### src/hdl/awg_params.svh
//////////////////////////////////////////////////
// awg sizing macros
// channel count, memory geometry, sample format
// and the width of the per-channel frame counter
//////////////////////////////////////////////////

`ifndef AWG_PARAMS_SVH
`define AWG_PARAMS_SVH

// number of parallel output channels
`define AWG_CHANNELS 4

// words held by each channel memory
`define AWG_DEPTH 64

// samples packed into one memory word
`define AWG_PAR_SAMPLES 2

// bits per dac sample
`define AWG_SAMPLE_WIDTH 16

// frame counter width, so up to 65535 frames per burst
`define AWG_BURST_WIDTH 16

`endif

### src/hdl/awg_data_pkg.sv
//////////////////////////////////////////////////
// awg datapath types
// addresses, channel index and sample words
//////////////////////////////////////////////////

`default_nettype none

`include "awg_params.svh"

package awg_data_pkg;

  // word address inside one channel memory
  typedef logic [$clog2(`AWG_DEPTH)-1:0] mem_addr_t;

  // selects one channel
  typedef logic [$clog2(`AWG_CHANNELS)-1:0] chan_idx_t;

  // one memory word of parallel samples, sample 0 in the low bits
  typedef logic [`AWG_PAR_SAMPLES*`AWG_SAMPLE_WIDTH-1:0] sample_word_t;

  // one word per channel, channel 0 in the low bits
  typedef sample_word_t [`AWG_CHANNELS-1:0] chan_words_t;

endpackage

`default_nettype wire

### src/hdl/awg_output_stage.sv
//////////////////////////////////////////////////
// awg output stage
// realigns zero select, triggers and valid with
// the memory data and registers the dac outputs
//////////////////////////////////////////////////

`timescale 1ns/1ps
`default_nettype none

`include "awg_params.svh"

module awg_output_stage
  import awg_data_pkg::*;
(
  input  wire logic                        dac_clk,
  input  wire logic                        dac_reset,
  input  wire logic [`AWG_CHANNELS-1:0]    zero_sel,
  input  wire logic [`AWG_CHANNELS-1:0]    raw_trig,
  input  wire logic                        started,
  input  wire chan_words_t                 rd_data,
  output chan_words_t                      dac_data,
  output logic [`AWG_CHANNELS-1:0]         dac_trigger,
  output logic                             dac_valid
);

  // two stage delay, matches the memory read latency
  logic [1:0][`AWG_CHANNELS-1:0] zero_sel_d;
  logic [1:0][`AWG_CHANNELS-1:0] raw_trig_d;
  logic [1:0]                    started_d;

  always_ff @(posedge dac_clk) begin
    if (dac_reset) begin
      // zero select starts high so nothing leaks from uninitialized memory
      zero_sel_d  <= '1;
      raw_trig_d  <= '0;
      started_d   <= '0;
      dac_data    <= '0;
      dac_trigger <= '0;
      dac_valid   <= 1'b0;
    end else begin
      zero_sel_d  <= {zero_sel_d[0], zero_sel};
      raw_trig_d  <= {raw_trig_d[0], raw_trig};
      started_d   <= {started_d[0], started};
      for (int ch = 0; ch < `AWG_CHANNELS; ch++) begin
        dac_data[ch] <= zero_sel_d[1][ch] ? '0 : rd_data[ch];
      end
      dac_trigger <= raw_trig_d[1];
      dac_valid   <= started_d[1];
    end
  end

  // a gated address must come out as zero three cycles later
  for (genvar ch = 0; ch < `AWG_CHANNELS; ch++) begin : g_zero_chk
    assert property (@(posedge dac_clk) disable iff (dac_reset)
      $past(zero_sel[ch], 3) |-> (dac_data[ch] == '0))
      else $error("nonzero output on gated channel %0d", ch);
  end

endmodule

`default_nettype wire

### config.mk
export PLATFORM = sky130hd
export DESIGN_NAME = awg_output_stage
export DESIGN_NICKNAME = d
export VERILOG_FILES = /design/src/hdl/awg_data_pkg.sv /design/src/hdl/awg_output_stage.sv
export VERILOG_INCLUDE_DIRS = /design/src /design/src/hdl
export SDC_FILE = /design/constraint.sdc
export NUM_CORES = 1
export LEC_CHECK = 0
export ABC_CLOCK_PERIOD_IN_PS = 1000
export BUFFER_PORTS_ARGS = -buffer_cell sky130_fd_sc_hd__buf_2
export CORE_MARGIN = 1
export CORE_UTILIZATION = 39
export CTS_CLUSTER_SIZE = 10
export DETAILED_ROUTE_END_ITERATION = 8
export PLACE_DENSITY = 0.85
export SLEW_MARGIN = 30
export SYNTH_ARGS = -nofsm -noshare
export SYNTH_HDL_FRONTEND = slang
export SYNTH_SLANG_ARGS = --single-unit
### constraint.sdc
create_clock -name dac_clk -period 1 [get_ports dac_clk]
set_clock_uncertainty 0.15 [all_clocks]
set_input_delay 0.2 -clock dac_clk [delete_from_list [all_inputs] [get_ports dac_clk]]
set_output_delay 0.2 -clock dac_clk [all_outputs]
set_load 0.1 [all_outputs]
==> out/qor.yml <==
result_of_the_run: "finished, violations left"
violations_in_the_final_reports: "setup timing"
num_io_pins: 272
synth.net_count: 470
yosysWarnings: 0
layout.area.seq_um2: 3198
final_max_slew_viol_count: 0
commonest_non_fill_non_tap_cells_in_the_layout: "sky130_fd_sc_hd__buf_12, sky130_fd_sc_hd__dlygate4sd3_1, sky130_fd_sc_hd__buf_2"
worst_r2r_startpoint: "zero_sel_d[6]"
synthesis.area_um2: 4788
min_path_type: "in -> reg"
postSynthAreaPerCell_um2: 14.47
timing.slew.headroom_pct: 77.96
combined_area_of_the_multi_input_logic_cells_um2: 1645
synth-seq-cells: 151
drive_gt1_share_pct: 73.75
iter_0_drt_violations: 152
cts_inserted_buffers: 17
worst-path-max-fanout: 1
netlist-cell-type-count: 8
areaGrowthSynthToFinish_pct: 120.9
crit_slowest_cell: "sky130_fd_sc_hd__dfxtp_2"
mux_contribution_to_synthesized_area_pct: 0
postRouteAntennaNets: 0
power.switching_w: 0.003655
critical-path-top-delay-family: "flip-flops"
clock_tree.root_cell: "sky130_fd_sc_hd__clkbuf_16"
cp_slowest_stage_delay_ns: 0.37
layout.nets: 887
fraction_of_the_mapped_netlist_area_in_compound_gates_pct: 0
dr.pass1.iters: 4
power.share.sequential_pct: 44.3
numClockSinks: 151
vias_per_cell: 4.794
via_count: 4348
post_drt_wl_per_cell_um: 21.45
worst_ep_arrival_time_ns: 0.97
final_wirelength_um: 19450
layout.cells.non_filler: 907
clk_transition_reported_paths_ns: 0.06
overall_die_height_um: 112.8
power.share.combinational_pct: 16.7
grt_first_pass_wirelength_um: 27280
placement_rows: 40
detailed_placement_hpwl_um: 10140
netSwitchingFraction_pct: 25.86
min_period_ns: 1.315
critPathCaptureType: "output pin"
timing.critical_path.buf_inv: 1
timing.final.setup_violations: 140
grt_antenna_before_repair: 2
seq_area_frac_synth_pct: 63.13
critical_path_start_end_classification: "reg -> out"
path_cells: "buf_12"
drc_errors: 0
gr-usage-all-layers_pct: 29.54
floorplan.core_area_um2: 12010
cap_viol_max_count: 0
cellPowerDensity_nw_per_um2: 1336
start_util_pct: 39.86
critical_path.startpoint_type: "flop"
die_width_um: 112.8
post_synth_fa_ha_maj_area_fraction_pct: 0
irDropWorstVdd_v: 0.001144
maxClockFrequency_mhz: 760.4
max_slew.worst_pin.slew_ns: 0.3301
filler_cell_count: 475
rsz0062_at_grt: "true"
h-tree-depth: 4
place_ws_ns: -0.1266
port-buffer-count: 271
p_leak_nw: 4.253
intPower_w: 0.01048
dpl.cell_count: 735
place_congestion: 0.7317
mostFrequentLayoutCell: "sky130_fd_sc_hd__buf_12"
finalHoldViolations: 0
via_count_of_the_first_global_routing_pass: 4809
globalRouteOverflowTotal: 0
worst_slack_ns: -0.3151
synth-xor-area-share_pct: 0
clkPwrFrac_pct: 39.1
final.period_utilization_pct: 131.5
dieArea_um2: 12730
clk-insertion-delay-late_ns: 0.41
synth_simple_gate_area_share_pct: 32.48
tritoncts_clock_tree: "yes"
timing.critical_path.required_ns: 0.65
syn_inst: 331
cp-startpoint: "dac_data[64]"
totalPowerFinal_w: 0.01413
post_cts_buffers: 0
combinational_family_with_the_most_area_after_synthesis: "simple AND/OR/NAND/NOR gates"
hold_start: "dac_reset"
clk_path_buf_depth: 2
grt_start_max_net_pins: 33
stage by stage:
step | instance area, µm² | setup TNS [ns] | utilization, % | hold slack [ns]
floorplan | 4957 | -0.01096 | - | 0.1538
global placement | 8541 | -2.764 | 71.10 | 0.2368
detailed placement | 8541 | -5.869 | 71.10 | 0.2348
CTS | 10430 | -47.35 | 86.83 | -0.01861
global route | 10580 | -40.91 | 88.05 | 0.03057
finish | 10580 | -37.21 | 88.05 | 0.02944
logic make-up after synthesis:
logic type / after synthesis
buf+inv: 29
simple gates: 151
flops: 151
metal layers:
metal	part of all wire, %	global-route usage [%]	routed length [µm]	up-vias
li1	-	-	-	1944
met1	33	26.66	6337	2095
met2	56	57.86	10840	239
met3	6.0	9.213	1174	70
met4	5.6	16.36	1097	0
met5	0	0	0	-
state kept, by name (all words and copies together), names as in the netlist:
| name | count |
|---|---|
| zero_sel_d | 8 |
| dac_valid | 1 |
| raw_trig_d | 8 |
| dac_trigger | 4 |
| dac_data | 128 |
| started_d | 2 |
synth_stat cells:
library cell,instances,share of area (%)
sky130_fd_sc_hd__dfxtp_1,151,63
sky130_fd_sc_hd__nor3b_2,90,24
sky130_fd_sc_hd__nor3b_1,38,6.0
sky130_fd_sc_hd__buf_2,15,1.6
sky130_fd_sc_hd__nor2b_1,15,2.0
sky130_fd_sc_hd__buf_6,11,2.6
sky130_fd_sc_hd__or2_2,8,1.0
sky130_fd_sc_hd__clkbuf_1,3,0.24
area by class of cell:
class                   count  area share (%)
repair buffers            427           47.81
flip-flops and latches    151           30.24
multi-input cells         151           15.56
clock buffers              23           4.330
well taps                 147           1.739
clock inverters             6          0.2839
diodes                      2         0.04732
power groups by stage:
stage	combinational [W]	sequential, W	clock (W)
after floorplan	0.000397	0.00699	0
after global placement	0.00175	0.00637	0
after detailed placement	0.00180	0.00638	0
after CTS	0.00224	0.00625	0.00554
after global routing	0.00243	0.00626	0.00589
final	0.00235	0.00626	0.00552
timing repair:
item	4_1_cts	5_1_grt
hold buffers	139	0
pin swaps	0	1
endpoints found under the hold margin	139	0
cloned	0	2
endpoints found under the setup margin	135	179
gates resized for setup	2	21
worst paths after layout:
path                        end  slack, ns  depth (start not counted)
hold reg to reg   zero_sel_d[5]       0.26                          1
hold / removal     dac_data[72]       0.03                          3
setup reg to reg   dac_data[64]      -0.06                          2
setup / recovery   dac_data[64]      -0.32                          1
(Power assumes the default switching activity.)
