<file path="config.mk">
export PLATFORM = sky130hd
export DESIGN_NAME = awg_sequencer
export DESIGN_NICKNAME = d
export VERILOG_FILES = /design/src/hdl/awg_cfg_pkg.sv /design/src/hdl/awg_data_pkg.sv /design/src/hdl/awg_sequencer.sv
export VERILOG_INCLUDE_DIRS = /design/src /design/src/hdl
export SDC_FILE = /design/constraint.sdc
export NUM_CORES = 1
export LEC_CHECK = 0
export BUFFER_PORTS_ARGS = -buffer_cell sky130_fd_sc_hd__buf_2
export CORE_MARGIN = 2
export CORE_UTILIZATION = 50
export CTS_CLUSTER_DIAMETER = 60
export DETAILED_ROUTE_END_ITERATION = 8
export GPL_ROUTABILITY_DRIVEN = 0
export HOLD_SLACK_MARGIN = 0.05
export MAX_ROUTING_LAYER = met4
export PLACE_DENSITY = 0.77
export SYNTH_ARGS = -nofsm -noshare
export SYNTH_HDL_FRONTEND = slang
export SYNTH_SLANG_ARGS = --single-unit
</file>
<file path="constraint.sdc">
create_clock -name dac_clk -period 2.2 [get_ports dac_clk]
set_input_delay 0.55 -clock dac_clk [delete_from_list [all_inputs] [get_ports dac_clk]]
set_output_delay 0.55 -clock dac_clk [all_outputs]
set_load 0.02 [all_outputs]
</file>
<file path="src/hdl/awg_params.svh">
//////////////////////////////////////////////////
// awg sizing macros
// channel count, memory geometry, sample format
// and the width of the per-channel frame counter
//////////////////////////////////////////////////

`ifndef AWG_PARAMS_SVH
`define AWG_PARAMS_SVH

// number of parallel output channels
`define AWG_CHANNELS 4

// words held by each channel memory
`define AWG_DEPTH 64

// samples packed into one memory word
`define AWG_PAR_SAMPLES 2

// bits per dac sample
`define AWG_SAMPLE_WIDTH 16

// frame counter width, so up to 65535 frames per burst
`define AWG_BURST_WIDTH 16

`endif

</file>
<file path="src/hdl/awg_cfg_pkg.sv">
//////////////////////////////////////////////////
// awg configuration types
// trigger modes, field select and the 32 bit
// configuration word with its two decodings
//////////////////////////////////////////////////

`default_nettype none

`include "awg_params.svh"

package awg_cfg_pkg;

  // how a channel raises its trigger output
  typedef enum logic [1:0] {
    TRIG_NONE  = 2'd0,
    TRIG_BURST = 2'd1,
    TRIG_FRAME = 2'd2
  } trig_mode_e;

  // which half of the channel config a write targets
  typedef enum logic {
    CFG_FRAME = 1'b0,
    CFG_BURST = 1'b1
  } cfg_sel_e;

  // burst decoding, frame count sits in the low bits
  typedef struct packed {
    logic [31-`AWG_BURST_WIDTH:0] rsvd;
    logic [`AWG_BURST_WIDTH-1:0]  frames;
  } cfg_burst_t;

  // frame decoding, last address is depth minus one
  typedef struct packed {
    logic [29-$clog2(`AWG_DEPTH):0]  rsvd;
    trig_mode_e                      mode;
    logic [$clog2(`AWG_DEPTH)-1:0]   last_addr;
  } cfg_frame_t;

  // one word, read either way depending on cfg_sel
  typedef union packed {
    cfg_burst_t burst;
    cfg_frame_t frame;
  } cfg_word_u;

endpackage

`default_nettype wire

</file>
<file path="src/hdl/awg_data_pkg.sv">
//////////////////////////////////////////////////
// awg datapath types
// addresses, channel index and sample words
//////////////////////////////////////////////////

`default_nettype none

`include "awg_params.svh"

package awg_data_pkg;

  // word address inside one channel memory
  typedef logic [$clog2(`AWG_DEPTH)-1:0] mem_addr_t;

  // selects one channel
  typedef logic [$clog2(`AWG_CHANNELS)-1:0] chan_idx_t;

  // one memory word of parallel samples, sample 0 in the low bits
  typedef logic [`AWG_PAR_SAMPLES*`AWG_SAMPLE_WIDTH-1:0] sample_word_t;

  // one word per channel, channel 0 in the low bits
  typedef sample_word_t [`AWG_CHANNELS-1:0] chan_words_t;

endpackage

`default_nettype wire

</file>
<file path="src/hdl/awg_sequencer.sv">
//////////////////////////////////////////////////
// awg playback sequencer
// idle/active control, per-channel read address,
// frame count, done flags and trigger marks
//////////////////////////////////////////////////

`timescale 1ns/1ps
`default_nettype none

`include "awg_params.svh"

module awg_sequencer
  import awg_data_pkg::*;
  import awg_cfg_pkg::*;
(
  input  wire logic                                            dac_clk,
  input  wire logic                                            dac_reset,
  input  wire logic                                            awg_start,
  input  wire logic                                            awg_stop,
  input  wire mem_addr_t  [`AWG_CHANNELS-1:0]                  last_addr,
  input  wire trig_mode_e [`AWG_CHANNELS-1:0]                  trig_mode,
  input  wire logic [`AWG_CHANNELS-1:0][`AWG_BURST_WIDTH-1:0]  last_frame,
  output logic                                                 awg_busy,
  output logic                                                 started,
  output mem_addr_t  [`AWG_CHANNELS-1:0]                       rd_addr,
  output logic       [`AWG_CHANNELS-1:0]                       zero_sel,
  output logic       [`AWG_CHANNELS-1:0]                       raw_trig
);

  typedef enum logic {SEQ_IDLE, SEQ_ACTIVE} seq_state_e;

  seq_state_e                                     state;
  logic [`AWG_CHANNELS-1:0]                       done;
  logic [`AWG_CHANNELS-1:0][`AWG_BURST_WIDTH-1:0] frame_cnt;

  assign awg_busy = (state == SEQ_ACTIVE);

  //////////////////////////////////////////////////
  // run state
  //////////////////////////////////////////////////

  // stop has priority over start in the same cycle
  always_ff @(posedge dac_clk) begin
    if (dac_reset) begin
      state   <= SEQ_IDLE;
      started <= 1'b0;
    end else begin
      case (state)
        SEQ_IDLE: begin
          if (awg_start && !awg_stop) begin
            state   <= SEQ_ACTIVE;
            started <= 1'b1;
          end
        end
        SEQ_ACTIVE: if (awg_stop || (&done)) state <= SEQ_IDLE;
        default: state <= SEQ_IDLE;
      endcase
    end
  end

  //////////////////////////////////////////////////
  // per-channel address and frame counters
  //////////////////////////////////////////////////

  // counters sit at zero while idle, so the first busy cycle issues address 0
  always_ff @(posedge dac_clk) begin
    if (dac_reset || !awg_busy) begin
      rd_addr   <= '0;
      frame_cnt <= '0;
      done      <= '0;
    end else begin
      for (int ch = 0; ch < `AWG_CHANNELS; ch++) begin
        if (!done[ch]) begin
          if (rd_addr[ch] == last_addr[ch]) begin
            rd_addr[ch] <= '0;
            // last word of last frame, channel goes quiet next cycle
            if (frame_cnt[ch] == last_frame[ch]) begin
              done[ch] <= 1'b1;
            end else begin
              frame_cnt[ch] <= frame_cnt[ch] + 1'b1;
            end
          end else begin
            rd_addr[ch] <= rd_addr[ch] + 1'b1;
          end
        end
      end
    end
  end

  // zero select and trigger line up with the address of the same cycle
  always_comb begin
    for (int ch = 0; ch < `AWG_CHANNELS; ch++) begin
      zero_sel[ch] = !awg_busy || done[ch];
      raw_trig[ch] = !zero_sel[ch] && (rd_addr[ch] == '0) &&
                     ((trig_mode[ch] == TRIG_FRAME) ||
                      ((trig_mode[ch] == TRIG_BURST) && (frame_cnt[ch] == '0)));
    end
  end

  for (genvar ch = 0; ch < `AWG_CHANNELS; ch++) begin : g_addr_chk
    assert property (@(posedge dac_clk) disable iff (dac_reset)
      awg_busy |-> (rd_addr[ch] <= last_addr[ch]))
      else $error("read address past frame end on channel %0d", ch);
  end

  assert property (@(posedge dac_clk) disable iff (dac_reset)
    !awg_busy |-> (raw_trig == '0))
    else $error("trigger raised while idle");

endmodule

`default_nettype wire

</file>
==> results of run 1 <==
==> worst paths after layout <==
check	slack, ns	cells past startpoint	from	endpoint
worst max-delay path	-0.09	7	frame_cnt[33]	raw_trig[2]
worst min-delay path	0.38	2	awg_stop	awg_busy
worst max register to register	0.04	8	frame_cnt[1]	frame_cnt[13]
worst min register to register	0.49	2	started	started
==> area by class of cell <==
type                       instances  area, um2  share of cell area (%)
clock inverter                     5      81.33                   1.028
timing repair buffer             210       1339                   16.92
inverter                          19      73.82                  0.9332
tap                              147      183.9                   2.325
clock buffer                      11      252.7                   3.195
multi-input combinational        572       4074                   51.50
sequential                        94       1906                   24.09
==> sequential cells by signal (all words and copies together) (netlist names) <==
name and cells:
frame_cnt 64, rd_addr 24, done 4, awg_busy 1, started 1
==> cell families after synthesis <==
group	count (synthesis)	synth area share [%]
simple gates	322	31.56
compound gates	116	11.94
xor+xnor	105	15.29
flops	94	31.29
buf+inv	68	4.411
fa+ha+maj	16	3.329
mux	13	2.164
==> per-layer routing <==
layer,vias to the layer above,global-route usage [%],share of wire (%)
met3,20,2.976,5.5
met2,224,42.20,48
li1,3066,-,-
met5,-,-,0
met1,2857,35.20,45
met4,0,8.455,1.7
==> report_power, final <==
part           internal [uW]  total [uW]  switching, uW  leakage [uW]
combinational            151         301            151       0.00220
sequential              1700        1710           6.71      0.000766
clock                   1060        1740            679      0.000162
total                   2910        3750            837       0.00313
==> worst max-delay path: stages (launching register included) <==
cell and delay (ns):
sky130_fd_sc_hd__dfxtp_2 0.33, sky130_fd_sc_hd__inv_2 0.07, sky130_fd_sc_hd__ha_4 0.13, sky130_fd_sc_hd__nor4b_4 0.19, sky130_fd_sc_hd__nand4_1 0.10, sky130_fd_sc_hd__mux2i_1 0.18, sky130_fd_sc_hd__and4b_1 0.26, sky130_fd_sc_hd__buf_6 0.13
==> per-stage QoR <==
step / TNS, ns / util (%) / power (uW) / instance area, um2 / std cells
final: -0.2898 / 66.69 / 3749 / 7910 / 1058
after global routing: -0.6884 / 66.69 / 3877 / 7910 / 1058
after CTS: -0.5702 / 66.35 / 3767 / 7870 / 1058
after detailed placement: -0.03835 / 60.52 / 2046 / 7178 / 1023
after global placement: 0 / 60.52 / 2042 / 7178 / 1023
after floorplan: 0 / - / 1889 / 6013 / 734
==> synth_stat cells, types with 2 or more instances <==
cell type	instances	share of area (%)
sky130_fd_sc_hd__nor4b_1	10	1.5
sky130_fd_sc_hd__and3b_1	2	0.29
sky130_fd_sc_hd__o31ai_1	30	3.7
sky130_fd_sc_hd__xor2_1	75	11
sky130_fd_sc_hd__nor4_1	31	3.2
sky130_fd_sc_hd__mux2i_1	13	2.2
sky130_fd_sc_hd__or4_1	37	4.6
sky130_fd_sc_hd__nand2_1	39	2.4
sky130_fd_sc_hd__and4_1	8	1.2
sky130_fd_sc_hd__and3_1	7	0.73
sky130_fd_sc_hd__inv_1	18	1.1
sky130_fd_sc_hd__buf_2	8	0.67
sky130_fd_sc_hd__nand3b_1	2	0.25
sky130_fd_sc_hd__nor2b_1	11	1.1
sky130_fd_sc_hd__a21oi_1	50	4.2
sky130_fd_sc_hd__nor3_1	17	1.4
sky130_fd_sc_hd__or4b_1	5	0.83
sky130_fd_sc_hd__clkbuf_1	41	2.6
sky130_fd_sc_hd__xnor2_1	30	4.4
sky130_fd_sc_hd__ha_1	16	3.3
sky130_fd_sc_hd__dfxtp_1	94	31
sky130_fd_sc_hd__o21ai_0	14	1.2
sky130_fd_sc_hd__nand4_1	32	3.3
sky130_fd_sc_hd__nor2_1	34	2.1
sky130_fd_sc_hd__o211ai_1	9	1.1
sky130_fd_sc_hd__nand2b_1	13	1.4
sky130_fd_sc_hd__nand3_1	50	4.2
sky130_fd_sc_hd__and4b_1	3	0.50
sky130_fd_sc_hd__o21a_1	4	0.50
sky130_fd_sc_hd__and2_1	5	0.52
sky130_fd_sc_hd__o41ai_1	5	0.73
sky130_fd_sc_hd__or3_1	10	1.0
sky130_fd_sc_hd__nor4_2	2	0.42
==> placed cells by master, fill, tap and decap left out, drive strengths merged, types with 4 or more instances in the layout <==
cell type	instances
nor3	18
nor2b	11
ha	16
and3	7
or3	10
o31ai	30
and2	5
nand2	39
or4b	5
nor4b	10
xor2	75
nor4	33
dfxtp	94
nand3	51
nor2	34
and4	8
nand4	32
mux2i	13
or4	37
o21a	4
o211ai	9
nand2b	13
o41ai	5
inv	19
buf	210
a21oi	50
xnor2	30
o21ai	15
clkbuf	11
==> repair_timing <==
item                       4_1_cts  5_1_grt
gates resized for setup         56       11
buffers inserted                19        3
setup endpoints to repair        4       10
pin swaps                       12        8
==> results.rst, run 1 <==
.. list-table::
   :header-rows: 1

   * - Metric
     - Value
   * - Worst endpoint data arrival time
     - roughly 1.7 ns
   * - Filler instances
     - between 900 and 1000
   * - Via-to-Cell Ratio
     - between 5 and 6
   * - Routed vias
     - a little over 6000
   * - Maximum number of pins on one net before global-route repair
     - 34
   * - Total number of H-tree levels
     - 3
   * - Violated checks
     - setup timing
   * - Clock transition time at the flip-flop clock pins of the worst setup and hold paths
     - approximately 0.07 ns
   * - Number of DRC violations after detailed routing
     - 0
   * - Fin crit period
     - ~2.3 ns
   * - Cell area after synthesis
     - about 6000 um2
   * - TritonCTS clock tree
     - built
   * - WS Path Type
     - flip-flop to output pin
   * - Number of distinct library cells after synthesis
     - 42
   * - Overall routed net length
     - roughly 16 mm
   * - Cell chosen for the clock root
     - sky130_fd_sc_hd__clkbuf_16
   * - Syn. warnings
     - 0
   * - Max-slew violation count
     - 0
   * - Outcome
     - complete, but fails checks
   * - Effective utilization at floorplan
     - between 50% and 60%
   * - Kind of end point of the critical path
     - output pin
   * - Critical Path RT
     - ~1.7 ns
   * - Post-synthesis area per instance
     - 8.192 um2
   * - Minimum hold slack
     - 0.3778 ns
   * - Global-route wire length before repair
     - ~27 mm
   * - Die boundary width
     - approximately 110 um
   * - Final clock period utilization by the worst path
     - 103.9%
   * - Final layout net count
     - between 1000 and 1500
   * - Worst-case vdd ir drop
     - 0.3955 mV
   * - Final worst slack
     - -0.08543 ns
   * - Port buffer count
     - approximately 130
   * - Initial antenna violation count
     - 0
   * - Post-CTS Hold Fix Bufs
     - 0
   * - Worst-path fanout max
     - 2
   * - Post-Route Skew
     - approximately 0.0092 ns
   * - Antenna diodes
     - 0
   * - Congestion Overflow GR
     - 0
   * - Leakage power of the design
     - between 0.003 and 0.004 uW
   * - Maximum number of buffers from clock root to sink
     - 2
   * - Count of standard-cell rows
     - 40
   * - Post-synth EDFFs
     - 0
   * - Peak clock frequency supported by timing
     - roughly 440 MHz
   * - Setup repair after global routing missed its margin
     - yes
   * - Number of hold violations in the final report
     - 0
   * - Hold Path Class
     - input pin to flip-flop
   * - Worst-margin pin slew
     - 0.4205 ns
   * - Max-cap viol count
     - 0
   * - Proportion of register bits with asynchronous set or reset after synthesis
     - 0%
   * - Tightest slew margin relative to the limit
     - a little under three quarters
   * - Wire length per cell
     - approximately 15 um
   * - Critical path startpoint category
     - flip-flop
   * - Synthesized flop and latch total
     - 94
   * - Ports
     - about 130
   * - Prevailing post-synth register cell
     - sky130_fd_sc_hd__dfxtp_1
   * - Total setup violations reported at the end of the flow
     - 4
   * - Vias in the first global route
     - approximately 5700
   * - Synthesized instance count
     - between 700 and 800
   * - Clock Sink Count
     - 94
   * - Number of iterations in the first detailed-routing pass
     - 5
   * - Power density over cell area
     - ~470 nW/um2
   * - Post-Syn Nets
     - 850
   * - Gr usage total
     - approximately a quarter
   * - Worst-skew pair later-pin latency
     - 0.35 ns
   * - Total core area
     - around 12000 um2
   * - Count of nets left with antenna violations after detail routing
     - 0
   * - Area enclosed by the die boundary
     - roughly 13000 um2
   * - CTS Buf Count
     - 9
   * - Vertical die dimension
     - around 110 um
   * - Proportion of layout cells with a drive suffix above 1
     - 30.63%
   * - DP HPWL
     - 11.64 mm
   * - Post-Place Worst Slack
     - -0.01816 ns
   * - Proportion of synthesized chip area in sequential cells
     - a little under a third
   * - Number of DRC markers after the initial detailed-route iteration
     - 370
   * - Area Overhead vs Synth
     - 31.54%
(Power assumes the default switching activity.)
==> run 2, diff against run 1 <==
Settings changed: CORE_UTILIZATION 50 to 30, PLACE_DENSITY 0.77 to unset.
==> results.rst, run 2 (same netlist as run 1, synthesis figures left out) <==
.. list-table::
   :header-rows: 1

   * - Metric
     - Value
   * - Via-to-Cell Ratio
     - slightly above 5
   * - Post-CTS Hold Fix Bufs
     - 0
   * - Congestion Overflow GR
     - 0
   * - Maximum number of buffers from clock root to sink
     - 2
   * - Routed vias
     - a little over 6000
   * - Endpoint of the worst setup timing path
     - raw_trig[3]
   * - Fin util
     - between 40% and 50%
   * - Die boundary width
     - 145.6 um
   * - Violated checks
     - setup timing
   * - CTS Buf Count
     - 9
   * - Port buffer count
     - approximately 130
   * - Peak clock frequency supported by timing
     - between 400 and 500 MHz
   * - Largest register by flop count
     - frame_cnt
   * - Wire length per cell
     - about 15 um
   * - Critical path startpoint category
     - flip-flop
   * - Worst-skew pair later-pin latency
     - between 0.3 and 0.4 ns
   * - Number of DRC markers after the initial detailed-route iteration
     - 261
   * - Max-cap viol count
     - 0
   * - Effective utilization at floorplan
     - between 30% and 40%
   * - Setup repair after global routing missed its margin
     - yes
   * - DP HPWL
     - 13.06 mm
   * - Max-slew violation count
     - 0
   * - Kind of end point of the critical path
     - output pin
   * - Reg2Reg Depth
     - 5
   * - TritonCTS clock tree
     - built
   * - Total setup violations reported at the end of the flow
     - 4
   * - Max FFs per register
     - 64
   * - Area Overhead vs Synth
     - 33.23%
   * - Share of power burned in registers
     - a little under half
   * - Power density over cell area
     - roughly 470 nW/um2
   * - FF-to-FF Start
     - rd_addr[6]
   * - Cell chosen for the clock root
     - sky130_fd_sc_hd__clkbuf_16
   * - Number of iterations in the first detailed-routing pass
     - 4
   * - Slack of the worst reg-to-reg path
     - 0.13 ns
   * - Switching Share
     - between 20% and 30%
   * - Worst-case vdd ir drop
     - between 0.3 and 0.4 mV
   * - Gr usage total
     - about 17%
   * - Total core area
     - approximately 20000 um2
   * - Most common cell after layout, fill and taps aside
     - sky130_fd_sc_hd__buf_2
   * - Worst endpoint data arrival time
     - 1.79 ns
   * - Count of nets left with antenna violations after detail routing
     - 0
   * - Internal power summed over all cells
     - between 2000 and 3000 uW
   * - Combinational share of power
     - under 10%
   * - Fin crit period
     - roughly 2.3 ns
   * - Clock Sink Count
     - 94
   * - Vias in the first global route
     - 5693
   * - Tightest slew margin relative to the limit
     - 70.04%
   * - Hold Path Class
     - input pin to flip-flop
   * - Final layout net count
     - around 1000
   * - Vertical die dimension
     - ~150 um
   * - Ports
     - roughly 130
   * - Total number of H-tree levels
     - 3
   * - Area enclosed by the die boundary
     - 21190 um2
   * - Number of DRC violations after detailed routing
     - 0
   * - Proportion of layout cells with a drive suffix above 1
     - a little under 30%
   * - Part of the total power dissipated in the clock network
     - 46.2%
   * - Final worst slack
     - -0.1394 ns
   * - WS Path Type
     - flip-flop to output pin
   * - Number of hold violations in the final report
     - 0
   * - Maximum number of pins on one net before global-route repair
     - 34
   * - Final clock period utilization by the worst path
     - 106.3%
   * - Count of standard-cell rows
     - 51
   * - Worst-margin pin slew
     - 0.4494 ns
   * - Initial antenna violation count
     - 1
   * - Critical Path RT
     - roughly 1.7 ns
   * - Post-Route Skew
     - 0.01021 ns
   * - Leakage power of the design
     - around 0.0031 uW
   * - End of the worst register-to-register path
     - frame_cnt[19]
   * - Clock transition time at the flip-flop clock pins of the worst setup and hold paths
     - about 0.070 ns
   * - Overall routed net length
     - roughly 17 mm
   * - Switching pwr
     - around 860 uW
   * - Largest registers
     - frame_cnt (64), rd_addr (24), done (4)
   * - First element of the critical path
     - frame_cnt[48]
   * - Commonest non-fill, non-tap cells in the layout
     - sky130_fd_sc_hd__buf_2, sky130_fd_sc_hd__dfxtp_1, sky130_fd_sc_hd__xor2_1
   * - Post-Place Worst Slack
     - -0.09628 ns
   * - Outcome
     - complete, but fails checks
   * - Global-route wire length before repair
     - 28.83 mm
   * - Worst-path fanout max
     - 2
run 2: how the worst min path moves through the flow:
stage / startpoint / endpoint / cells after the start
6_report: awg_stop / awg_busy / 2
5_1_grt: awg_stop / awg_busy / 2
4_1_cts: awg_stop / awg_busy / 2
3_5_place_dp: started / started / 2
3_3_place_gp: started / started / 2
2_1_floorplan: frame_cnt[15] / frame_cnt[15] / 2
run 2: power by group through the flow:
stage	Clock (uW)	Combinational (uW)	Sequential, uW
floorplan	0	132	1760
CTS	1780	305	1710
global route	1850	336	1720
global placement	0	295	1750
detailed placement	0	299	1750
finish	1730	302	1710
run 2: layout make-up:
type                            instances  area [um2]
Sequential cell                        94        1893
Multi-Input combinational cell        572        4044
Fill cell                            2008       11580
Inverter                               19       71.32
Timing Repair Buffer                  212        1346
Clock buffer                           10       239.0
Tap cell                              265       331.6
Antenna cell                            1       2.502
Clock inverter                          6       83.83
run 2: layer usage:
layer,up-vias,track usage (%),share of wire (%)
li1,3058,-,-
met1,2831,22.37,48
met2,178,26.64,45
met3,16,2.821,5.2
met4,0,4.755,1.3
met5,-,-,0
run 2: repair_timing:
item                                   4_1_cts  5_1_grt
gates resized for setup                     43        6
pin swaps                                    9        7
setup endpoints to repair                    4        4
endpoints found under the hold margin        0        0
buffers inserted                             0        2
run 2: critical path: stages (launching register included):
cell and delay (ns):
sky130_fd_sc_hd__dfxtp_2 0.32, sky130_fd_sc_hd__inv_2 0.07, sky130_fd_sc_hd__ha_4 0.11, sky130_fd_sc_hd__nor4b_4 0.19
sky130_fd_sc_hd__nand4_1 0.11, sky130_fd_sc_hd__mux2i_1 0.24, sky130_fd_sc_hd__and4b_1 0.26, sky130_fd_sc_hd__buf_6 0.13
run 2: per-stage QoR:
step	power, uW	hold slack, ns	std cells	instance area, um2	setup TNS, ns
2_1_floorplan	1889	0.4711	734	6013	0
3_3_place_gp	2050	0.4591	1160	7468	-0.1394
3_5_place_dp	2053	0.4644	1160	7468	-0.2577
4_1_cts	3801	0.3522	1176	7965	-0.5622
5_1_grt	3901	0.3713	1179	8011	-0.9907
6_report	3748	0.3701	1179	8011	-0.4665
