==> config.mk <==
export PLATFORM = sky130hd
export DESIGN_NAME = awg_config_regs
export DESIGN_NICKNAME = d
export VERILOG_FILES = /design/src/hdl/awg_cfg_pkg.sv /design/src/hdl/awg_data_pkg.sv /design/src/hdl/awg_config_regs.sv
export VERILOG_INCLUDE_DIRS = /design/src /design/src/hdl
export SDC_FILE = /design/constraint.sdc
export NUM_CORES = 1
export LEC_CHECK = 0
export BUFFER_PORTS_ARGS = -buffer_cell sky130_fd_sc_hd__buf_4
export CORE_ASPECT_RATIO = 0.9
export CORE_MARGIN = 1.5
export CORE_UTILIZATION = 45
export CTS_BUF_LIST = sky130_fd_sc_hd__clkbuf_4 sky130_fd_sc_hd__clkbuf_8
export CTS_CLUSTER_DIAMETER = 200
export DETAILED_ROUTE_END_ITERATION = 10
export GPL_TIMING_DRIVEN = 1
export PLACE_DENSITY = 0.75
export SLEW_MARGIN = 20
export SYNTH_ARGS = -nofsm -noshare
export SYNTH_HDL_FRONTEND = slang
export SYNTH_SLANG_ARGS = --single-unit
==> constraint.sdc <==
create_clock -name dac_clk -period 2.8 [get_ports dac_clk]
set_clock_uncertainty 0.15 [all_clocks]
set_input_delay 0.14 -clock dac_clk [delete_from_list [all_inputs] [get_ports dac_clk]]
set_output_delay 0.14 -clock dac_clk [all_outputs]
set_load 0.01 [all_outputs]
==> src/hdl/awg_params.svh <==
//////////////////////////////////////////////////
// awg sizing macros
// channel count, memory geometry, sample format
// and the width of the per-channel frame counter
//////////////////////////////////////////////////

`ifndef AWG_PARAMS_SVH
`define AWG_PARAMS_SVH

// number of parallel output channels
`define AWG_CHANNELS 4

// words held by each channel memory
`define AWG_DEPTH 64

// samples packed into one memory word
`define AWG_PAR_SAMPLES 2

// bits per dac sample
`define AWG_SAMPLE_WIDTH 16

// frame counter width, so up to 65535 frames per burst
`define AWG_BURST_WIDTH 16

`endif

==> src/hdl/awg_cfg_pkg.sv <==
//////////////////////////////////////////////////
// awg configuration types
// trigger modes, field select and the 32 bit
// configuration word with its two decodings
//////////////////////////////////////////////////

`default_nettype none

`include "awg_params.svh"

package awg_cfg_pkg;

  // how a channel raises its trigger output
  typedef enum logic [1:0] {
    TRIG_NONE  = 2'd0,
    TRIG_BURST = 2'd1,
    TRIG_FRAME = 2'd2
  } trig_mode_e;

  // which half of the channel config a write targets
  typedef enum logic {
    CFG_FRAME = 1'b0,
    CFG_BURST = 1'b1
  } cfg_sel_e;

  // burst decoding, frame count sits in the low bits
  typedef struct packed {
    logic [31-`AWG_BURST_WIDTH:0] rsvd;
    logic [`AWG_BURST_WIDTH-1:0]  frames;
  } cfg_burst_t;

  // frame decoding, last address is depth minus one
  typedef struct packed {
    logic [29-$clog2(`AWG_DEPTH):0]  rsvd;
    trig_mode_e                      mode;
    logic [$clog2(`AWG_DEPTH)-1:0]   last_addr;
  } cfg_frame_t;

  // one word, read either way depending on cfg_sel
  typedef union packed {
    cfg_burst_t burst;
    cfg_frame_t frame;
  } cfg_word_u;

endpackage

`default_nettype wire

==> src/hdl/awg_data_pkg.sv <==
//////////////////////////////////////////////////
// awg datapath types
// addresses, channel index and sample words
//////////////////////////////////////////////////

`default_nettype none

`include "awg_params.svh"

package awg_data_pkg;

  // word address inside one channel memory
  typedef logic [$clog2(`AWG_DEPTH)-1:0] mem_addr_t;

  // selects one channel
  typedef logic [$clog2(`AWG_CHANNELS)-1:0] chan_idx_t;

  // one memory word of parallel samples, sample 0 in the low bits
  typedef logic [`AWG_PAR_SAMPLES*`AWG_SAMPLE_WIDTH-1:0] sample_word_t;

  // one word per channel, channel 0 in the low bits
  typedef sample_word_t [`AWG_CHANNELS-1:0] chan_words_t;

endpackage

`default_nettype wire

==> src/hdl/awg_config_regs.sv <==
//////////////////////////////////////////////////
// awg configuration registers
// per-channel frame depth, trigger mode and burst
// length, writable only while playback is idle
//////////////////////////////////////////////////

`timescale 1ns/1ps
`default_nettype none

`include "awg_params.svh"

module awg_config_regs
  import awg_data_pkg::*;
  import awg_cfg_pkg::*;
(
  input  wire logic                                       dac_clk,
  input  wire logic                                       dac_reset,
  input  wire logic                                       awg_busy,
  input  wire logic                                       cfg_wr,
  input  wire chan_idx_t                                  cfg_chan,
  input  wire cfg_sel_e                                   cfg_sel,
  input  wire cfg_word_u                                  cfg_word,
  output mem_addr_t  [`AWG_CHANNELS-1:0]                  last_addr,
  output trig_mode_e [`AWG_CHANNELS-1:0]                  trig_mode,
  output logic       [`AWG_CHANNELS-1:0][`AWG_BURST_WIDTH-1:0] last_frame
);

  // writes only land while the sequencer is idle
  logic cfg_accept;
  // stored value is count minus one, zero count still plays one frame
  logic [`AWG_BURST_WIDTH-1:0] burst_last;

  assign cfg_accept = cfg_wr && !awg_busy;

  assign burst_last = (cfg_word.burst.frames == '0) ? '0 : cfg_word.burst.frames - 1'b1;

  always_ff @(posedge dac_clk) begin
    if (dac_reset) begin
      last_addr  <= '0;
      last_frame <= '0;
      for (int ch = 0; ch < `AWG_CHANNELS; ch++) begin
        trig_mode[ch] <= TRIG_NONE;
      end
    end else if (cfg_accept) begin
      case (cfg_sel)
        CFG_FRAME: begin
          last_addr[cfg_chan] <= cfg_word.frame.last_addr;
          trig_mode[cfg_chan] <= cfg_word.frame.mode;
        end
        CFG_BURST: last_frame[cfg_chan] <= burst_last;
        default: ;
      endcase
    end
  end

  // sequencer relies on a frozen config for the whole burst
  assert property (@(posedge dac_clk) disable iff (dac_reset)
    awg_busy |=> $stable(last_addr) && $stable(trig_mode) && $stable(last_frame))
    else $error("config changed during playback");

endmodule

`default_nettype wire

==> results.json, run 1 <==
{
  "outcome": "finished clean",
  "synth-edff-count": 0,
  "grt_overflow": 0,
  "coreArea_um2": 8110,
  "synth_area_leaders": "dfxtp_1, nand2_1, a21oi_1, a211oi_1, nor2_1",
  "cts_setup_buffers": 0,
  "hold_violations": 0,
  "ys.warnings.count": 0,
  "grt_pass1_wl_um": 16500,
  "ios": 135,
  "tightest_slew_ps": 746,
  "postSynthCellCount": 451,
  "slew_headroom_pct": 50.3,
  "avgViaCountPerCell": 5.41,
  "track_usage_pct": 23.5,
  "slew_violations": 0,
  "fill_cells": 696,
  "ys_ff_latch": 96,
  "tns_ps": 0,
  "cts_buffers": 9,
  "peakVddDrop_uv": 388,
  "initial_utilization_pct": 46.6,
  "synth-seq-area-share_pct": 50.9,
  "die_h_um": 89.9,
  "worstPathMaxFanout": 8,
  "syn2layout_area_growth_pct": 33.6,
  "grt_pass1_vias": 3187,
  "rsz0062_at_grt": "no",
  "drive_gt1_share_pct": 27.0,
  "setup_viol": 0,
  "finalCriticalPeriod_ps": 2680,
  "path_class": "primary input to flip-flop",
  "wl_per_cell_um": 15.9,
  "fmax_mhz": 373,
  "drt_iter0_drc": 201,
  "synth_top_area_share_pct": 50.9,
  "grt_start_max_net_pins": 73,
  "maxCapViolCount": 0,
  "antenna_found_initial": 0,
  "synth_async_sr_flop_share_pct": 0,
  "cp_slowest_cell": "dlygate4sd3_1",
  "hp-class": "primary input to flip-flop",
  "synth_top_area_cell": "dfxtp_1",
  "dieArea_um2": 8950,
  "clk-insertion-delay-late_ps": 360,
  "gp_congestion": 0.823,
  "synth_most_common_cell": "dfxtp_1",
  "wl_um": 10500,
  "rows": 31,
  "crit_buf_inv": 3,
  "synth.top_cells.by_count": "dfxtp_1, nand2_1, a21oi_1, nor2_1, clkbuf_1",
  "dr.pass1.iters": 5,
  "netlist_area_um2": 3780,
  "synthFlopType": "dfxtp_1",
  "final_nets": 598,
  "worstSetupStartpointType": "primary input",
  "cts_sinks": 96,
  "fin_crit_sh_pct": 95.8,
  "worstPathRequired_ps": 2930,
  "worst_setup_path_end_kind": "flip-flop",
  "cts_tree": "yes",
  "powerDensity_nw_per_um2": 541,
  "crit_chain": "dlygate4sd3_1 > buf_4 > inv_1 > ha_1 > or4b_4 > nand2b_2 > or4_1 > mux2i_4 > a211oi_1",
  "cts_root_buf": "clkbuf_8",
  "port_buffers": 118,
  "mappedNetlistNets": 491,
  "htreeDepth": 3,
  "ys_types": 35,
  "path_delay_family": "simple AND/OR/NAND/NOR gates",
  "placed_cells": 637,
  "vias": 3582,
  "hpwlAfterDp_um": 7360,
  "die_w_um": 99.6,
  "final_util_pct": 62.2,
  "drc_errors": 0,
  "crit_arrival_ps": 2810,
  "antenna_cells": 0,
  "max_stage_delay_ps": 550,
  "final_cells": 662,
  "cts.clk_slew.worst_paths_ps": 90,
  "total_power_uw": 2730,
  "clockBufferDepth": 2,
  "synth.avg_cell_area_um2": 8.38,
  "p_leak_uw": 0.00195,
  "antenna_left": 0
}
## what timing repair did
action	4_1_cts	5_1_grt
resized for setup	0	5
hold buffers	9	0
endpoints found under the hold margin	32	0
setup endpoints to repair	0	9
## through the flow
step                instance area [um^2]  worst slack, ps  hold WS [ps]
finish                              5050              116          48.5
CTS                                 5020              122          44.6
detailed placement                  4680              314           297
floorplan                           3780              545           138
global route                        5050             21.3          47.8
global placement                    4680              330           294
## area by class of cell
type / instances / area, um^2 / share of cell area, %
clock buffer: 10 / 138 / 2.73
clock inverter: 6 / 114 / 2.26
tap: 99 / 124 / 2.45
timing repair buffer: 133 / 1020 / 20.2
inverter: 2 / 7.51 / 0.149
sequential: 96 / 1920 / 38.1
multi-input combinational: 316 / 1720 / 34.1
## cells in the final DEF, fill, tap and decap left out, drive strengths merged
cell type,netlist,final
buf,7,124
xor2,1,1
or3,4,4
dlygate4sd3,0,9
clkbuf,30,10
or2,2,2
nor3b,1,1
or4b,1,1
o31ai,1,1
inv,2,3
or4,5,5
o21a,1,1
a21oi,52,52
nand3b,16,16
nand3,29,29
nor3,2,2
nor4,2,2
and3b,1,1
nand2,79,79
nand2b,2,2
bufinv,0,3
clkinvlp,0,2
dfxtp,96,96
ha,1,1
o21ai,18,18
and3,2,2
and2,3,3
xnor2,5,5
mux2i,12,12
nor2b,4,4
nor2,48,48
a211oi,24,24
## logic make-up after synthesis
group	synth area share [%]
AO/OA/AOI/OAI	14.4
XOR/XNOR	1.39
adder cells (fa/ha/maj)	0.331
buffers and inverters	4.31
flip-flops	50.9
multiplexers	3.18
AND/OR/NAND/NOR	25.5
## report_power, final
part	leakage [uW]	switching (uW)	internal (uW)	total (uW)
registers	0.000775	12.0	1390	1400
clock network	0.000119	482	620	1100
logic	0.00106	136	93.7	230
## sequential cells by signal, indices dropped and copies added (netlist names)
| register | count |
|---|---|
| last_addr | 24 |
| last_frame | 64 |
| trig_mode | 8 |
## path summary, 6_finish.rpt
check	slack, ps	cells after the start	startpoint	endpoint
setup / recovery	120	9	cfg_word[0]	last_frame[10]$_SDFFE_PP0P_
hold / removal	50	3	cfg_word[15]	last_frame[15]$_SDFFE_PP0P_
setup reg to reg	1920	2	last_frame[24]$_SDFFE_PP0P_	last_frame[24]$_SDFFE_PP0P_
hold reg to reg	310	2	last_addr[11]$_SDFFE_PP0P_	last_addr[11]$_SDFFE_PP0P_
## worst min-delay path: stages
cell     delay (ps)
buf_4           100
xnor2_1         150
o21ai_1         140
## metal layers
| layer | track usage (%) | vias to the layer above | routed length, um |
|---|---|---|---|
| met5 | 0 | - | 0 |
| met4 | 6.92 | 0 | 135 |
| met3 | 6.45 | 9 | 783 |
| met2 | 37.2 | 145 | 5040 |
| li1 | - | 1756 | - |
| met1 | 31.4 | 1672 | 4560 |
(Power assumes the default switching activity.)
==> run 2: changes to the inputs <==
Settings changed: ABC_AREA from default to 1, CORE_UTILIZATION 45 to 51, PLACE_DENSITY 0.75 to 0.84.
==> run 2 against run 1 <==
Against the previous run:
- maximum frequency rose by 30%
- register-to-register slack improved by 30 ps
- global-route usage rose by 3.7 points
- wire length fell by 2.9%
- total power fell by 6.6%
- area after synthesis fell by 3.3%
- critical path type unchanged
- largest cell class unchanged
==> results.json, run 2 <==
{
  "vias": 3713,
  "synthFlopType": "dfxtp_1",
  "antenna_left": 0,
  "top_register": "last_frame",
  "crit_buf_inv": 3,
  "wl_per_cell_um": 15.0,
  "wl_um": 10200,
  "ctsResizeCount": 0,
  "clockBufferDepth": 2,
  "grt_pass1_wl_um": 16500,
  "antenna_found_initial": 0,
  "die_h_um": 83.3,
  "switchingPower_uw": 682,
  "fin_area_um2": 4880,
  "finalCriticalPeriod_ps": 2070,
  "layout_common_cells": "buf_4, dfxtp_1, a21oi_1, nor2_1, o21ai_0",
  "synth_area_leaders": "dfxtp_1, a21oi_1, o21ai_0, nor2_1, o21ai_1",
  "worstPathRequired_ps": 2890,
  "hp-class": "primary input to flip-flop",
  "antenna_cells": 0,
  "p_comb_share_pct": 9.9,
  "wl_met1_um": 4370,
  "synth_top_area_cell": "dfxtp_1",
  "die_w_um": 92.2,
  "cp_slowest_cell": "dlygate4sd3_1",
  "p_leak_uw": 0.00227,
  "postSynthCellCount": 467,
  "ff_latch_area_um2": 1920,
  "syn2layout_area_growth_pct": 33.6,
  "cp_common_cell": "nand2_1",
  "final_nets": 624,
  "ys_types": 21,
  "rsz0062_at_grt": "no",
  "worstSetupStartpointType": "primary input",
  "tightest_slew_ps": 787,
  "synth_top_area_share_pct": 52.6,
  "layout_setup_ws_ps": 730,
  "peakVddDrop_uv": 328,
  "netlist_area_um2": 3650,
  "cts.clk_slew.worst_paths_ps": 100,
  "dr.pass1.iters": 5,
  "fmax_mhz": 483,
  "synth.top_cells.by_count": "dfxtp_1, a21oi_1, nor2_1, o21ai_0, nand2_1",
  "worstHoldStart": "cfg_word[10]",
  "layout_commonest_cell": "buf_4",
  "wl_met3_um": 550,
  "powerDensity_nw_per_um2": 522,
  "p_sw_share_pct": 26.8,
  "fin_crit_sh_pct": 73.9,
  "crit_chain": "dlygate4sd3_1 > buf_4 > inv_2 > ha_1 > nand2_1 > nor2_2 > nand2_2 > nand2_1 > a21oi_1",
  "ys_ff_latch": 96,
  "rows": 29,
  "slew_headroom_pct": 47.3,
  "cts_tree": "yes",
  "clkPwrFrac_pct": 34.7,
  "r2r_slack_ps": 1950,
  "fill_cells": 567,
  "clk-insertion-delay-late_ps": 350,
  "coreArea_um2": 7000,
  "drc_errors": 0,
  "hpwlAfterDp_um": 7130,
  "hold_depth": 4,
  "synth_most_common_cell": "dfxtp_1",
  "gp_congestion": 0.841,
  "path_delay_family": "buffers and inverters",
  "largest_registers": "last_frame: 64 flops, last_addr: 24 flops, trig_mode: 8 flops",
  "dieArea_um2": 7680,
  "cts_root_buf": "clkbuf_8",
  "cts_hold_buf": 9,
  "synth.avg_cell_area_um2": 7.82,
  "track_usage_pct": 27.2,
  "rr_startpoint": "last_addr[2]$_SDFFE_PP0P_",
  "worst_setup_path_end_kind": "flip-flop",
  "tns_ps": 0,
  "grt_start_max_net_pins": 49,
  "maxCapViolCount": 0,
  "drive_gt1_share_pct": 26.5,
  "intPower_uw": 1870,
  "setup_viol": 0,
  "slew_violations": 0,
  "avgViaCountPerCell": 5.44,
  "initial_utilization_pct": 52.2,
  "crit_arrival_ps": 2160,
  "mappedNetlistNets": 507,
  "path_class": "primary input to flip-flop",
  "grt_overflow": 0,
  "multiInputGateArea_um2": 1520,
  "hold_violations": 0,
  "synth_async_sr_flop_share_pct": 0,
  "htreeDepth": 3,
  "seqPwrFrac_pct": 55.4,
  "timing.hold.ws_ps": 14.2,
  "cts_sinks": 96,
  "outcome": "finished clean",
  "grt_pass1_vias": 3408,
  "synth-edff-count": 0,
  "whs_endpoint": "last_frame[26]$_SDFFE_PP0P_",
  "cts_setup_buffers": 0,
  "max_stage_delay_ps": 560,
  "place_ws_ps": 977,
  "worstPathMaxFanout": 15,
  "top_layer_used": "met4",
  "cts_buffers": 9,
  "port_buffers": 118,
  "synth-seq-area-share_pct": 52.6,
  "met2_length_um": 5010,
  "reg2regPathDepth": 2,
  "largest_reg_flops": 64,
  "r2r-end": "last_addr[2]$_SDFFE_PP0P_",
  "dpl-instance-area_um2": 4600,
  "ios": 135,
  "drt_iter0_drc": 254,
  "ys.warnings.count": 0
}
-- run 2: metrics by stage --
step | total power [uW] | utilization, % | instances
floorplan | 1560 | - | 467
global placement | 1670 | 65.7 | 657
detailed placement | 1680 | 65.7 | 657
CTS | 2550 | 69.7 | 682
global route | 2650 | 69.7 | 682
finish | 2550 | 69.7 | 682
-- run 2: per-layer routing --
layer | global-route usage (%) | vias up
met2 | 46.1 | 134
met3 | 4.49 | 24
met5 | 0 | -
li1 | - | 1804
met1 | 34.1 | 1751
met4 | 11.3 | 0
-- run 2: cell type report --
type	instances	area share, %
Timing Repair Buffer	133	21.2
Clock buffer	10	2.82
Sequential cell	96	39.4
Tap cell	93	2.38
Clock inverter	6	1.13
Inverter	25	1.92
Multi-Input combinational cell	319	31.2
-- run 2: worst max path at each step --
stage / from / to / cells past startpoint
6_report: cfg_word[0] / last_frame[54]$_SDFFE_PP0P_ / 9
5_1_grt: cfg_word[0] / last_frame[54]$_SDFFE_PP0P_ / 9
4_1_cts: cfg_word[0] / last_frame[54]$_SDFFE_PP0P_ / 9
3_5_place_dp: cfg_word[1] / last_frame[54]$_SDFFE_PP0P_ / 8
3_3_place_gp: cfg_word[1] / last_frame[57]$_SDFFE_PP0P_ / 8
2_1_floorplan: cfg_word[1] / last_frame[2]$_SDFFE_PP0P_ / 8
-- run 2: power groups by stage --
stage	Combinational (uW)	Sequential [uW]	Clock, uW
after floorplan	105	1450	0
after global routing	275	1410	956
final	252	1410	885
after detailed placement	239	1440	0
after CTS	250	1410	889
after global placement	232	1440	0
-- run 2: kinds of logic (layout without fill, tap and decap cells) --
group                    after synthesis  count (layout)  share of synthesized area [%]
AO/OA/AOI/OAI                        172             172                           23.6
AND/OR/NAND/NOR                      142             142                           16.5
flip-flops                            96              96                           52.6
buffers and inverters                 52             174                           5.99
XOR/XNOR                               4               4                          0.959
adder cells (fa/ha/maj)                1               1                          0.342
-- run 2: worst register-to-register path: cells and delay by family (launching register included) --
kind / cells / cell delay, ps
compound gates: 2 / 260
flops: 1 / 320
==> run 3: changes to the inputs <==
Settings changed: ABC_AREA 1 to 0, CORE_UTILIZATION 51 to 46, PLACE_DENSITY 0.84 to 0.8.
Clock period 2.8 ns to 1.77 ns, I/O delays scaled along.
==> run 3 against run 2 <==
Against the previous run:
- wire length increased by 11%
- sequential cell count stayed put
- critical path depth is 1 lower
- design area up 13%
- register-to-register slack worse by 1100 ps
- global-route usage decreased by 1.7 points
- core utilization fell by 0.82 points
- total power rose by 67%
- worst setup slack worse by 720 ps
- worst hold slack gained 15 ps
- sequential power grew 57%
- critical path type unchanged
- highest routed layer unchanged
==> results.json, run 3 (same netlist as run 1, synthesis figures left out) <==
{
  "ios": 135,
  "tightest_slew_ps": 531,
  "peakVddDrop_uv": 436,
  "drive_gt1_share_pct": 35.3,
  "cts_tree": "yes",
  "multiInputGateArea_um2": 1870,
  "slew_headroom_pct": 64.6,
  "drt_iter0_drc": 226,
  "antenna_left": 0,
  "setup_viol": 0,
  "grt_overflow": 0,
  "worst_setup_path_end_kind": "flip-flop",
  "grt_pass1_vias": 3489,
  "hold_violations": 0,
  "largest_registers": "last_frame: 64 flops, last_addr: 24 flops, trig_mode: 8 flops",
  "ff_latch_area_um2": 1920,
  "slew_violations": 0,
  "clockBufferDepth": 2,
  "crit_chain": "buf_6 > inv_4 > ha_4 > or4b_4 > nand2b_4 > or4_4 > mux2i_4 > a211oi_2",
  "drc_errors": 0,
  "port_buffers": 118,
  "die_h_um": 89.0,
  "dr.pass1.iters": 5,
  "gp_congestion": 0.825,
  "worstPathMaxFanout": 5,
  "finalCriticalPeriod_ps": 1760,
  "final_nets": 639,
  "htreeDepth": 3,
  "die_w_um": 98.5,
  "path_class": "primary input to flip-flop",
  "cp_slowest_cell": "or4b_4",
  "worstPathRequired_ps": 1910,
  "fill_cells": 614,
  "track_usage_pct": 25.5,
  "timing.hold.ws_ps": 28.9,
  "wl_per_cell_um": 16.1,
  "p_leak_uw": 0.00218,
  "grt_start_max_net_pins": 60,
  "worstSetupStartpointType": "primary input",
  "clk-insertion-delay-late_ps": 360,
  "maxCapViolCount": 0,
  "coreArea_um2": 7990,
  "top_register": "last_frame",
  "powerDensity_nw_per_um2": 772,
  "grt_pass1_wl_um": 17400,
  "hp-class": "primary input to flip-flop",
  "hpwlAfterDp_um": 7920,
  "max_stage_delay_ps": 460,
  "cts_buffers": 9,
  "syn2layout_area_growth_pct": 45.7,
  "antenna_found_initial": 0,
  "layout_commonest_cell": "buf_4",
  "antenna_cells": 0,
  "crit_arrival_ps": 1900,
  "avgViaCountPerCell": 5.37,
  "cts_root_buf": "clkbuf_8",
  "rows": 31,
  "layout_common_cells": "buf_4, dfxtp_1, nand2_1, a21oi_1, nor2_1",
  "outcome": "finished clean",
  "vias": 3777,
  "final_util_pct": 68.9,
  "wl_um": 11300,
  "fin_crit_sh_pct": 99.6,
  "fmax_mhz": 567,
  "initial_utilization_pct": 47.3,
  "dieArea_um2": 8770,
  "largest_reg_flops": 64,
  "cts.clk_slew.worst_paths_ps": 90,
  "cts_sinks": 96
}
-- run 3: changes by cell type in the layout (fill, tap and decap cells not counted), sizes merged, moves of 11 or more --
cell	before	now
inv	30	4
a211oi	0	24
buf	124	164
nand3b	0	16
nor2	70	48
mux2i	0	12
nand2	50	79
nand3	18	29
a21oi	77	52
o21ai	94	18
-- run 3: timing repair --
item,CTS,global route
pin swaps,1,4
gates resized for setup,2,14
hold buffers,8,2
setup endpoints to repair,7,32
setup buffers,0,1
hold endpoints to repair,20,4
-- run 3: path summary, 6_finish.rpt --
kind / start / end / slack [ps] / depth (start not counted)
max: cfg_word[0] / last_frame[58]$_SDFFE_PP0P_ / 6 / 8
min: cfg_word[2] / last_addr[2]$_SDFFE_PP0P_ / 30 / 4
max reg2reg: last_frame[54]$_SDFFE_PP0P_ / last_frame[54]$_SDFFE_PP0P_ / 890 / 2
min reg2reg: last_frame[34]$_SDFFE_PP0P_ / last_frame[34]$_SDFFE_PP0P_ / 310 / 2
-- run 3: critical path, delay by kind of cell --
family                   cells  cell delay, ps
AO/OA/AOI/OAI                1             220
AND/OR/NAND/NOR              3            1090
adder cells (fa/ha/maj)      1             120
buffers and inverters        2             160
multiplexers                 1             220
-- run 3: per-stage QoR --
stage	setup WS, ps	TNS, ps	std cells	instance area [um^2]	power (uW)
4_1_cts	-8.88	-22.3	700	5410	4260
2_1_floorplan	-348	-6920	451	3900	2460
6_report	6.41	0	703	5510	4250
5_1_grt	-28.2	-68.7	703	5510	4400
3_5_place_dp	-414	-18950	676	5090	2670
3_3_place_gp	-374	-16750	676	5090	2660
-- run 3: area by class of cell --
class | count | area share (%)
clock buffer | 9 | 2.25
clock inverter | 7 | 1.84
inverter | 2 | 0.182
multi-input combinational | 316 | 33.9
sequential | 96 | 34.9
tap | 99 | 2.25
timing repair buffer | 174 | 24.7
-- run 3: layer usage --
metal	part of all wire, %	GRT usage, %	wire length [um]	vias up
met2	49	42.3	5510	148
met1	44	33.5	4960	1779
met4	1.0	6.53	116	0
met5	0	0	0	-
met3	6.5	6.72	741	11
li1	-	-	-	1839
-- run 3: power breakdown --
part | switching [uW] | internal, uW | total [uW]
Sequential | 19.6 | 2190 | 2210
Combinational | 246 | 204 | 450
Clock | 784 | 808 | 1590
